--- src/common/md_data_pkg.sv ---
// Data widths and vector types of the RV32M multiply/divide unit
// Shared by the dispatcher, the MAC multiplier and the long divider

`default_nettype none

package md_data_pkg;

  // Operand width and half-word slice width of the multiplier
  localparam int unsigned XLEN = 32;
  localparam int unsigned HALF = 16;

  // Compare steps of the divider in the COMP state, the last one runs in LAST
  localparam int unsigned DIV_STEPS = 31;

  // Operand or result word
  typedef logic [XLEN-1:0] word_t;

  // Multiplier operand slice
  typedef logic [HALF-1:0] half_t;

  // Accumulator with room for carry and sign
  typedef logic [XLEN+1:0] mac_t;

  // Bit position counter of the divider
  typedef logic [4:0] div_cnt_t;

endpackage

`default_nettype wire

--- src/common/md_op_pkg.sv ---
// Operation encoding and request bundle of the multiply/divide unit
// A request carries the operation, the per-operand sign flags and both operands

`default_nettype none

package md_op_pkg;

  // MULH covers MULH, MULHSU and MULHU through the sign flags
  typedef enum logic [1:0] {
    MD_OP_MULL = 2'b00,
    MD_OP_MULH = 2'b01,
    MD_OP_DIV  = 2'b10,
    MD_OP_REM  = 2'b11
  } md_op_e;

  // Sign flags mark the operand as two's complement
  typedef struct packed {
    md_op_e             op;
    logic               sign_a;
    logic               sign_b;
    md_data_pkg::word_t a;
    md_data_pkg::word_t b;
  } md_req_t;

endpackage

`default_nettype wire

--- src/logic/md_dispatch.sv ---
// Operation dispatcher of the multiply/divide unit
// Steers the enable to the multiplier or the divider and merges their results

`timescale 1ns/1ps
`default_nettype none

module md_dispatch (
  input  logic                en_i,
  input  md_op_pkg::md_req_t  req_i,
  output logic                mult_en_o,
  output logic                div_en_o,
  input  md_data_pkg::word_t  mult_result_i,
  input  md_data_pkg::word_t  div_result_i,
  input  logic                mult_valid_i,
  input  logic                div_valid_i,
  output md_data_pkg::word_t  result_o,
  output logic                valid_o
);

  import md_op_pkg::*;

  logic is_div;

  // DIV and REM belong to the divider, MULL and MULH to the multiplier
  assign is_div = (req_i.op == MD_OP_DIV) || (req_i.op == MD_OP_REM);

  assign mult_en_o = en_i & ~is_div;
  assign div_en_o  = en_i & is_div;

  // Only the enabled unit can raise its strobe
  assign valid_o  = mult_valid_i | div_valid_i;
  assign result_o = is_div ? div_result_i : mult_result_i;

endmodule

`default_nettype wire

--- src/mult/mult_mac.sv ---
// Sequential 17x17 multiply-accumulate multiplier
// MULL takes three enabled cycles, MULH four, one half-word product per cycle

`timescale 1ns/1ps
`default_nettype none

module mult_mac (
  input  logic                clk_i,
  input  logic                rst_ni,
  input  logic                en_i,
  input  md_op_pkg::md_req_t  req_i,
  output md_data_pkg::word_t  result_o,
  output logic                valid_o
);

  import md_data_pkg::*;
  import md_op_pkg::*;

  typedef enum logic [1:0] {
    ALBL,
    ALBH,
    AHBL,
    AHBH
  } mult_state_e;

  mult_state_e state_q, state_d;

  mac_t               mac_q, mac_d;
  mac_t               accum;
  logic signed [XLEN+1:0] mac_res;
  half_t              op_a, op_b;
  logic               ext_a, ext_b;
  logic               sign_a, sign_b;
  logic               signed_mult;
  logic               is_mull;
  logic               valid;

  // Effective operand signs
  assign sign_a      = req_i.sign_a & req_i.a[XLEN-1];
  assign sign_b      = req_i.sign_b & req_i.b[XLEN-1];
  assign signed_mult = req_i.sign_a | req_i.sign_b;
  assign is_mull     = (req_i.op == MD_OP_MULL);

  // Single 17x17 signed multiplier with accumulate
  assign mac_res = $signed({ext_a, op_a}) * $signed({ext_b, op_b}) + $signed(accum);

  always_comb begin
    op_a    = req_i.a[HALF-1:0];
    op_b    = req_i.b[HALF-1:0];
    ext_a   = 1'b0;
    ext_b   = 1'b0;
    accum   = '0;
    mac_d   = $unsigned(mac_res);
    state_d = state_q;
    valid   = 1'b0;

    unique case (state_q)
      ALBL: begin
        // al*bl, always unsigned
        state_d = ALBH;
      end

      ALBH: begin
        // al*bh plus the upper half of al*bl
        op_b  = req_i.b[XLEN-1:HALF];
        ext_b = sign_b;
        accum = {{(HALF+2){1'b0}}, mac_q[XLEN-1:HALF]};
        if (is_mull) begin
          // Keep the finished low half of the product in place
          mac_d = {2'b00, mac_res[HALF-1:0], mac_q[HALF-1:0]};
        end
        state_d = AHBL;
      end

      AHBL: begin
        // ah*bl
        op_a  = req_i.a[XLEN-1:HALF];
        ext_a = sign_a;
        if (is_mull) begin
          accum   = {{(HALF+2){1'b0}}, mac_q[XLEN-1:HALF]};
          mac_d   = {2'b00, mac_res[HALF-1:0], mac_q[HALF-1:0]};
          valid   = 1'b1;
          state_d = ALBL;
        end else begin
          accum   = mac_q;
          state_d = AHBH;
        end
      end

      AHBH: begin
        // ah*bh plus the partial sum shifted down by a half word
        op_a    = req_i.a[XLEN-1:HALF];
        op_b    = req_i.b[XLEN-1:HALF];
        ext_a   = sign_a;
        ext_b   = sign_b;
        accum   = {{HALF{signed_mult & mac_q[XLEN+1]}}, mac_q[XLEN+1:HALF]};
        valid   = 1'b1;
        state_d = ALBL;
      end

      default: begin
        state_d = ALBL;
      end
    endcase
  end

  always_ff @(posedge clk_i or negedge rst_ni) begin
    if (!rst_ni) begin
      state_q <= ALBL;
      mac_q   <= '0;
    end else if (en_i) begin
      state_q <= state_d;
      mac_q   <= mac_d;
    end
  end

  // Low word of the MAC output is the result in the final state
  assign result_o = mac_d[XLEN-1:0];
  assign valid_o  = en_i & valid;

endmodule

`default_nettype wire

--- src/div/div_long.sv ---
// Long-division divider for DIV and REM, signed and unsigned
// Works on absolute values one quotient bit per cycle, then fixes the sign

`timescale 1ns/1ps
`default_nettype none

module div_long (
  input  logic                clk_i,
  input  logic                rst_ni,
  input  logic                en_i,
  input  md_op_pkg::md_req_t  req_i,
  output md_data_pkg::word_t  result_o,
  output logic                valid_o
);

  import md_data_pkg::*;
  import md_op_pkg::*;

  typedef enum logic [2:0] {
    IDLE,
    ABS_A,
    ABS_B,
    COMP,
    LAST,
    CHANGE_SIGN,
    FINISH
  } div_state_e;

  div_state_e state_q, state_d;

  word_t      rem_q, rem_d;
  word_t      num_q, num_d;
  word_t      den_q, den_d;
  word_t      quo_q, quo_d;
  div_cnt_t   cnt_q, cnt_d;
  logic       dbz_q, dbz_d;

  word_t      add_a, add_b;
  logic [XLEN:0] add_res;
  logic       is_div;
  logic       div_sign_a, div_sign_b;
  logic       div_change_sign, rem_change_sign;
  logic       is_greater_equal;
  word_t      shifted_rem;
  word_t      next_rem;
  word_t      next_quo;

  assign is_div     = (req_i.op == MD_OP_DIV);
  assign div_sign_a = req_i.sign_a & req_i.a[XLEN-1];
  assign div_sign_b = req_i.sign_b & req_i.b[XLEN-1];

  assign div_change_sign = (div_sign_a ^ div_sign_b) & ~dbz_q;
  assign rem_change_sign = div_sign_a;

  // Shared 33-bit subtractor, bit XLEN is the borrow
  assign add_res = {1'b0, add_a} - {1'b0, add_b};

  // Partial remainder with the next numerator bit shifted in
  // The bit that drops out of rem_q is bit 32 of the partial remainder
  assign shifted_rem      = {rem_q[XLEN-2:0], num_q[cnt_q]};
  assign is_greater_equal = rem_q[XLEN-1] | ~add_res[XLEN];
  assign next_rem         = is_greater_equal ? add_res[XLEN-1:0] : shifted_rem;
  assign next_quo         = quo_q | (word_t'(is_greater_equal) << cnt_q);

  always_comb begin
    state_d = state_q;
    rem_d   = rem_q;
    num_d   = num_q;
    den_d   = den_q;
    quo_d   = quo_q;
    cnt_d   = cnt_q;
    dbz_d   = dbz_q;
    add_a   = '0;
    add_b   = req_i.b;

    unique case (state_q)
      IDLE: begin
        dbz_d = (req_i.b == '0);
        // Results for a zero divisor are all ones for DIV and a for REM
        rem_d   = is_div ? '1 : req_i.a;
        state_d = (req_i.b == '0) ? FINISH : ABS_A;
      end

      ABS_A: begin
        // |a| = 0 - a
        add_b   = req_i.a;
        num_d   = div_sign_a ? add_res[XLEN-1:0] : req_i.a;
        quo_d   = '0;
        state_d = ABS_B;
      end

      ABS_B: begin
        // |b| = 0 - b
        add_b   = req_i.b;
        den_d   = div_sign_b ? add_res[XLEN-1:0] : req_i.b;
        rem_d   = '0;
        cnt_d   = div_cnt_t'(DIV_STEPS);
        state_d = COMP;
      end

      COMP: begin
        add_a   = shifted_rem;
        add_b   = den_q;
        rem_d   = next_rem;
        quo_d   = next_quo;
        cnt_d   = cnt_q - 1'b1;
        state_d = (cnt_q == div_cnt_t'(1)) ? LAST : COMP;
      end

      LAST: begin
        // Bit 0 step, keep only the value the operation returns
        add_a   = shifted_rem;
        add_b   = den_q;
        rem_d   = is_div ? next_quo : next_rem;
        state_d = CHANGE_SIGN;
      end

      CHANGE_SIGN: begin
        add_b = rem_q;
        if (is_div) begin
          rem_d = div_change_sign ? add_res[XLEN-1:0] : rem_q;
        end else begin
          rem_d = rem_change_sign ? add_res[XLEN-1:0] : rem_q;
        end
        state_d = FINISH;
      end

      FINISH: begin
        state_d = IDLE;
      end

      default: begin
        state_d = IDLE;
      end
    endcase
  end

  always_ff @(posedge clk_i or negedge rst_ni) begin
    if (!rst_ni) begin
      state_q <= IDLE;
      rem_q   <= '0;
      num_q   <= '0;
      den_q   <= '0;
      quo_q   <= '0;
      cnt_q   <= '0;
      dbz_q   <= 1'b0;
    end else if (en_i) begin
      state_q <= state_d;
      rem_q   <= rem_d;
      num_q   <= num_d;
      den_q   <= den_d;
      quo_q   <= quo_d;
      cnt_q   <= cnt_d;
      dbz_q   <= dbz_d;
    end
  end

  // rem_q holds the final quotient or remainder in FINISH
  assign result_o = rem_q;
  assign valid_o  = en_i & (state_q == FINISH);

endmodule

`default_nettype wire

--- src/logic/md_unit_top.sv ---
// RV32M multiply/divide unit top level
// Connects the dispatcher to the MAC multiplier and the long divider

`timescale 1ns/1ps
`default_nettype none

module md_unit_top (
  input  logic                clk_i,
  input  logic                rst_ni,
  input  logic                en_i,
  input  md_op_pkg::md_req_t  req_i,
  output md_data_pkg::word_t  result_o,
  output logic                valid_o
);

  import md_data_pkg::*;

  logic  mult_en;
  logic  div_en;
  word_t mult_result;
  word_t div_result;
  logic  mult_valid;
  logic  div_valid;

  md_dispatch i_md_dispatch (
    .en_i          (en_i),
    .req_i         (req_i),
    .mult_en_o     (mult_en),
    .div_en_o      (div_en),
    .mult_result_i (mult_result),
    .div_result_i  (div_result),
    .mult_valid_i  (mult_valid),
    .div_valid_i   (div_valid),
    .result_o      (result_o),
    .valid_o       (valid_o)
  );

  mult_mac i_mult_mac (
    .clk_i    (clk_i),
    .rst_ni   (rst_ni),
    .en_i     (mult_en),
    .req_i    (req_i),
    .result_o (mult_result),
    .valid_o  (mult_valid)
  );

  div_long i_div_long (
    .clk_i    (clk_i),
    .rst_ni   (rst_ni),
    .en_i     (div_en),
    .req_i    (req_i),
    .result_o (div_result),
    .valid_o  (div_valid)
  );

endmodule

`default_nettype wire

--- config.mk ---
export PLATFORM = sky130hd
export DESIGN_NAME = md_unit_top
export DESIGN_NICKNAME = d
export VERILOG_FILES = /design/src/common/md_data_pkg.sv /design/src/common/md_op_pkg.sv /design/src/logic/md_dispatch.sv /design/src/mult/mult_mac.sv /design/src/div/div_long.sv /design/src/logic/md_unit_top.sv
export SDC_FILE = /design/constraint.sdc
export NUM_CORES = 2
export LEC_CHECK = 0
export BUFFER_PORTS_ARGS = -buffer_cell sky130_fd_sc_hd__clkbuf_2
export CAP_MARGIN = 20
export CORE_MARGIN = 3
export CORE_UTILIZATION = 45
export CTS_CLUSTER_DIAMETER = 200
export CTS_CLUSTER_SIZE = 10
export DETAILED_ROUTE_END_ITERATION = 10
export SLEW_MARGIN = 20
export SYNTH_ARGS = -nofsm -noshare
export SYNTH_HDL_FRONTEND = slang
export SYNTH_HIERARCHICAL = 1
export SYNTH_SLANG_ARGS = --single-unit
--- constraint.sdc ---
create_clock -name clk_i -period 11.75 [get_ports clk_i]
set_clock_uncertainty 0.2 [all_clocks]
set_input_delay 1.175 -clock clk_i [delete_from_list [all_inputs] [get_ports clk_i]]
set_output_delay 1.175 -clock clk_i [all_outputs]
set_load 0.02 [all_outputs]
==> insert_results.sql <==
INSERT INTO impl_metrics (metric_group, metric, value, unit) VALUES
('routing', 'vias_per_cell', '6.20', ''),
('timing', 'timing.final.max_slew_violations', '0', ''),
('routing', 'firstDrtPassIters', '6', ''),
('clocking', 'cts_tree', 'done', ''),
('setup_path', 'regToRegEndpoint', 'i_mult_mac/mac_q[29]', ''),
('setup_path', 'cp.required', '10.38', 'ns'),
('final_layout', 'sequential_area', '4330', 'µm²'),
('synthesis', 'mapped_area', '26700', 'µm²'),
('synthesis', 'yosys.area_share.simple', '0.163', ''),
('final_layout', 'multi_input_comb_area', '19700', 'µm²'),
('grt', 'grt_pass1_wl', '161000', 'µm'),
('place', 'routabilityCongestion', '1.02', ''),
('synthesis', 'synthesis.instances', '3222', ''),
('timing', 'slew-limit-headroom', '0.187', ''),
('setup_path', 'r2r-start', 'i_mult_mac/state_q[1]', ''),
('setup_path', 'critPathMaxStageDelay', '0.80', 'ns'),
('synthesis', 'postSynthRegisterBits', '173', ''),
('synthesis', 'synth_sequential_area_ratio', '0.162', ''),
('floorplanning', 'core_area', '58200', 'µm²'),
('place', 'place.port_buffers', '103', ''),
('setup_path', 'critical_path.most_common_cell', 'sky130_fd_sc_hd__fa_1', ''),
('setup_path', 'criticalPathCategory', 'reg -> out', ''),
('synthesis', 'synthesis.yosys.warnings', '6', ''),
('worst_hold_path', 'hold_path_class', 'reg -> reg', ''),
('routing', 'routed-via-count', '24700', ''),
('timing', 'rsz0062_at_grt', 'false', ''),
('final_layout', 'fill_cells', '5746', ''),
('clocking', 'cts_max_level', '4', ''),
('floorplanning', 'start_util', '0.459', ''),
('grt', 'grt_max_degree', '75', ''),
('synthesis', 'synth.mux.area_fraction', '0.0727', ''),
('setup_path', 'timing.critical_path.slowest_stage_cell', 'sky130_fd_sc_hd__mux2i_1', ''),
('setup_path', 'worst_endpoint_data_arrival_time', '9.58', 'ns'),
('floorplanning', 'floorplan.io_pins', '104', ''),
('final_layout', 'nNetsFinal', '3761', ''),
('clocking', 'worst_skew_pair.late_latency', '0.50', 'ns'),
('worst_hold_path', 'timing.hold.worst.start', 'i_div_long/num_q[27]', ''),
('synthesis', 'netlist.top_cell.by_area', 'sky130_fd_sc_hd__fa_1', ''),
('clocking', 'cts.reportedPaths.clkPinSlew', '0.09', 'ns'),
('synthesis', 'synthesis.area_per_instance', '8.30', 'µm²'),
('routing', 'drt-total-wl', '109000', 'µm'),
('routing', 'drt_drc_violations_left', '0', ''),
('timing', 'transition_time_at_the_pin_with_the_least_slew_margin', '1.19', 'ns'),
('clocking', 'cts_repair_resize_count', '0', ''),
('clocking', 'cts.sinks', '173', ''),
('final_layout', 'final_core_utilization', '0.488', ''),
('synthesis', 'top_area_cell_type_share_of_the_netlist_area', '0.255', ''),
('grt', 'globalRouteTotalUtil', '0.348', ''),
('place', 'post-place-cells', '3953', ''),
('setup_path', 'timing.critical_path.from_type', 'flop', ''),
('grt', 'antenna_found_initial', '5', ''),
('run_status', 'outcome', 'complete, no violations', ''),
('grt', 'grt_overflow_total', '0', ''),
('setup_path', 'timing.critical_path.max_delay_family', 'adder cells', ''),
('clocking', 'cts_buffers', '17', ''),
('timing', 'timing.final.crit_share', '0.933', ''),
('setup_path', 'timing.critical_path.to_type', 'primary output', ''),
('clocking', 'cts_hold_buffers', '0', ''),
('routing', 'post_drt_wl_per_cell', '27.3', 'µm'),
('place', 'pre_cts_slack', '1.48', 'ns'),
('synthesis', 'synth_compound_gate_area_share', '0.156', ''),
('worst_hold_path', 'worstHoldEndpoint', 'i_div_long/num_q[27]', ''),
('place', 'dp_hpwl', '86400', 'µm'),
('timing', 'setup_viol', '0', ''),
('timing', 'postLayoutSetupSlackWorst', '0.790', 'ns'),
('timing', 'hold_vio_cnt_final', '0', ''),
('timing', 'timing.setup.tns', '0', 'ns'),
('synthesis', 'ys_top_cells_by_area', 'sky130_fd_sc_hd__fa_1, sky130_fd_sc_hd__dfrtp_1, sky130_fd_sc_hd__inv_1', ''),
('final_layout', 'fin_cells', '3988', ''),
('grt', 'vias_in_the_first_global_route', '24700', ''),
('setup_path', 'crit_path_max_fanout', '25', '');
-- worst max path at each step --
| stage | start | endpoint | slack (ns) | cells after the start |
|---|---|---|---|---|
| 3_3_place_gp | i_mult_mac/state_q[1] | result_o[30] | 1.59 | 26 |
| 2_1_floorplan | req_i[65] | result_o[30] | 2.22 | 25 |
| 4_1_cts | i_mult_mac/state_q[0] | result_o[30] | 0.88 | 27 |
| 3_5_place_dp | i_mult_mac/state_q[0] | result_o[30] | 1.48 | 27 |
| 5_1_grt | i_mult_mac/state_q[0] | result_o[30] | 0.38 | 27 |
| 6_report | i_mult_mac/state_q[1] | result_o[30] | 0.79 | 26 |
-- worst register-to-register path, stage by stage (launching register included) --
cell and delay, ns:
sky130_fd_sc_hd__dfrtp_1 0.43, sky130_fd_sc_hd__ha_1 0.33, sky130_fd_sc_hd__nor2_4 0.69, sky130_fd_sc_hd__mux2i_1 1.00
sky130_fd_sc_hd__nor2_1 0.18, sky130_fd_sc_hd__fa_1 0.58, sky130_fd_sc_hd__inv_1 0.05, sky130_fd_sc_hd__fa_1 0.47
sky130_fd_sc_hd__fa_1 0.51, sky130_fd_sc_hd__fa_1 0.55, sky130_fd_sc_hd__inv_1 0.08, sky130_fd_sc_hd__fa_1 0.49
sky130_fd_sc_hd__inv_1 0.06, sky130_fd_sc_hd__fa_1 0.49, sky130_fd_sc_hd__inv_1 0.06, sky130_fd_sc_hd__ha_1 0.40
sky130_fd_sc_hd__o211ai_1 0.16, sky130_fd_sc_hd__a221o_1 0.33, sky130_fd_sc_hd__a31oi_1 0.36, sky130_fd_sc_hd__and3_1 0.31
sky130_fd_sc_hd__or2_4 0.16, sky130_fd_sc_hd__a311oi_2 0.10, sky130_fd_sc_hd__o22ai_1 0.50, sky130_fd_sc_hd__mux2_4 0.26
-- placed cells by master, fill, tap and decap left out, types with 13 or more instances in the layout --
cell / netlist / routed
sky130_fd_sc_hd__or2_2: 12 / 13
sky130_fd_sc_hd__nor2_1: 401 / 397
sky130_fd_sc_hd__a31oi_1: 84 / 84
sky130_fd_sc_hd__a22oi_1: 21 / 21
sky130_fd_sc_hd__clkbuf_16: 0 / 17
sky130_fd_sc_hd__o21ai_0: 97 / 96
sky130_fd_sc_hd__o211ai_1: 14 / 14
sky130_fd_sc_hd__and2_1: 18 / 17
sky130_fd_sc_hd__nand2_1: 386 / 386
sky130_fd_sc_hd__nand3_1: 46 / 46
sky130_fd_sc_hd__mux2i_1: 75 / 72
sky130_fd_sc_hd__a21oi_1: 188 / 188
sky130_fd_sc_hd__xnor2_1: 46 / 46
sky130_fd_sc_hd__a221oi_1: 20 / 20
sky130_fd_sc_hd__a21o_1: 23 / 23
sky130_fd_sc_hd__mux2_4: 30 / 30
sky130_fd_sc_hd__dfrtp_1: 173 / 172
sky130_fd_sc_hd__fa_1: 340 / 340
sky130_fd_sc_hd__and3_1: 33 / 33
sky130_fd_sc_hd__buf_4: 33 / 54
sky130_fd_sc_hd__o22ai_1: 38 / 38
sky130_fd_sc_hd__clkbuf_2: 0 / 102
sky130_fd_sc_hd__nand2b_1: 22 / 22
sky130_fd_sc_hd__o221ai_1: 35 / 35
sky130_fd_sc_hd__mux2_2: 50 / 50
sky130_fd_sc_hd__ha_1: 143 / 143
sky130_fd_sc_hd__nor2b_1: 41 / 39
sky130_fd_sc_hd__nor3_1: 22 / 19
sky130_fd_sc_hd__inv_1: 484 / 484
sky130_fd_sc_hd__xor2_1: 19 / 19
-- layout make-up --
type / count / share of cell area
Antenna cell: 3 / 0.000264
Clock buffer: 17 / 0.0150
Clock inverter: 15 / 0.00770
Inverter: 486 / 0.0642
Multi-Input combinational cell: 2372 / 0.694
Sequential cell: 173 / 0.152
Tap cell: 765 / 0.0337
Timing Repair Buffer: 157 / 0.0327
-- per-layer routing --
metal,GRT usage,vias to the layer above,part of all wire
met3,0.0680,343,0.091
met1,0.418,12400,0.36
met5,0,-,0.00052
li1,-,10600,-
met2,0.573,1415,0.47
met4,0.220,4,0.077
-- Yosys cell counts, types with 8 or more instances --
cell type	n
sky130_fd_sc_hd__clkbuf_1	134
sky130_fd_sc_hd__buf_1	12
sky130_fd_sc_hd__inv_1	484
sky130_fd_sc_hd__a21o_1	23
sky130_fd_sc_hd__or2_2	12
sky130_fd_sc_hd__xor2_1	19
sky130_fd_sc_hd__nand2_1	386
sky130_fd_sc_hd__o22ai_1	38
sky130_fd_sc_hd__buf_4	33
sky130_fd_sc_hd__nor2_1	401
sky130_fd_sc_hd__fa_1	340
sky130_fd_sc_hd__mux4_2	8
sky130_fd_sc_hd__a211oi_1	11
sky130_fd_sc_hd__and2_1	18
sky130_fd_sc_hd__nand2b_1	22
sky130_fd_sc_hd__mux2_2	50
sky130_fd_sc_hd__o21bai_1	12
sky130_fd_sc_hd__nand4_1	12
sky130_fd_sc_hd__nor2b_1	41
sky130_fd_sc_hd__and3_1	33
sky130_fd_sc_hd__a22oi_1	21
sky130_fd_sc_hd__xnor2_1	46
sky130_fd_sc_hd__a31oi_1	84
sky130_fd_sc_hd__o31ai_1	11
sky130_fd_sc_hd__mux2_4	30
sky130_fd_sc_hd__dfrtp_1	173
sky130_fd_sc_hd__mux2i_1	75
sky130_fd_sc_hd__o211ai_1	14
sky130_fd_sc_hd__a221oi_1	20
sky130_fd_sc_hd__o221ai_1	35
sky130_fd_sc_hd__o21a_1	11
sky130_fd_sc_hd__a21oi_1	188
sky130_fd_sc_hd__ha_1	143
sky130_fd_sc_hd__o21ai_0	97
sky130_fd_sc_hd__nor4_1	11
sky130_fd_sc_hd__nand3_1	46
sky130_fd_sc_hd__nor3_1	22
-- sequential cells by signal (all words and copies together) (netlist names) --
name                 flops
i_div_long/cnt_q         5
i_div_long/dbz_q         1
i_div_long/den_q        32
i_div_long/num_q        32
i_div_long/quo_q        32
i_div_long/result_o     32
i_div_long/state_q       3
i_mult_mac/mac_q        34
i_mult_mac/state_q       2
-- metrics by stage --
step | instance area, µm² | hold WS [ns]
2_1_floorplan | 26700 | 0.245
4_1_cts | 28400 | 0.287
6_report | 28400 | 0.285
5_1_grt | 28400 | 0.298
3_3_place_gp | 27800 | 0.262
3_5_place_dp | 27800 | 0.269
-- cells by family (layout without fill, tap and decap cells) --
| logic type | Yosys count | after routing |
|---|---|---|
| other | 0 | 3 |
| XOR/XNOR | 66 | 66 |
| AO/OA/AOI/OAI | 639 | 639 |
| adder cells (fa/ha/maj) | 483 | 483 |
| buffers and inverters | 677 | 675 |
| flip-flops | 173 | 173 |
| AND/OR/NAND/NOR | 1021 | 1021 |
| multiplexers | 163 | 163 |
Power is not shown: default switching activity piles up to over one toggle a cycle in this logic, so the estimate is an artifact.
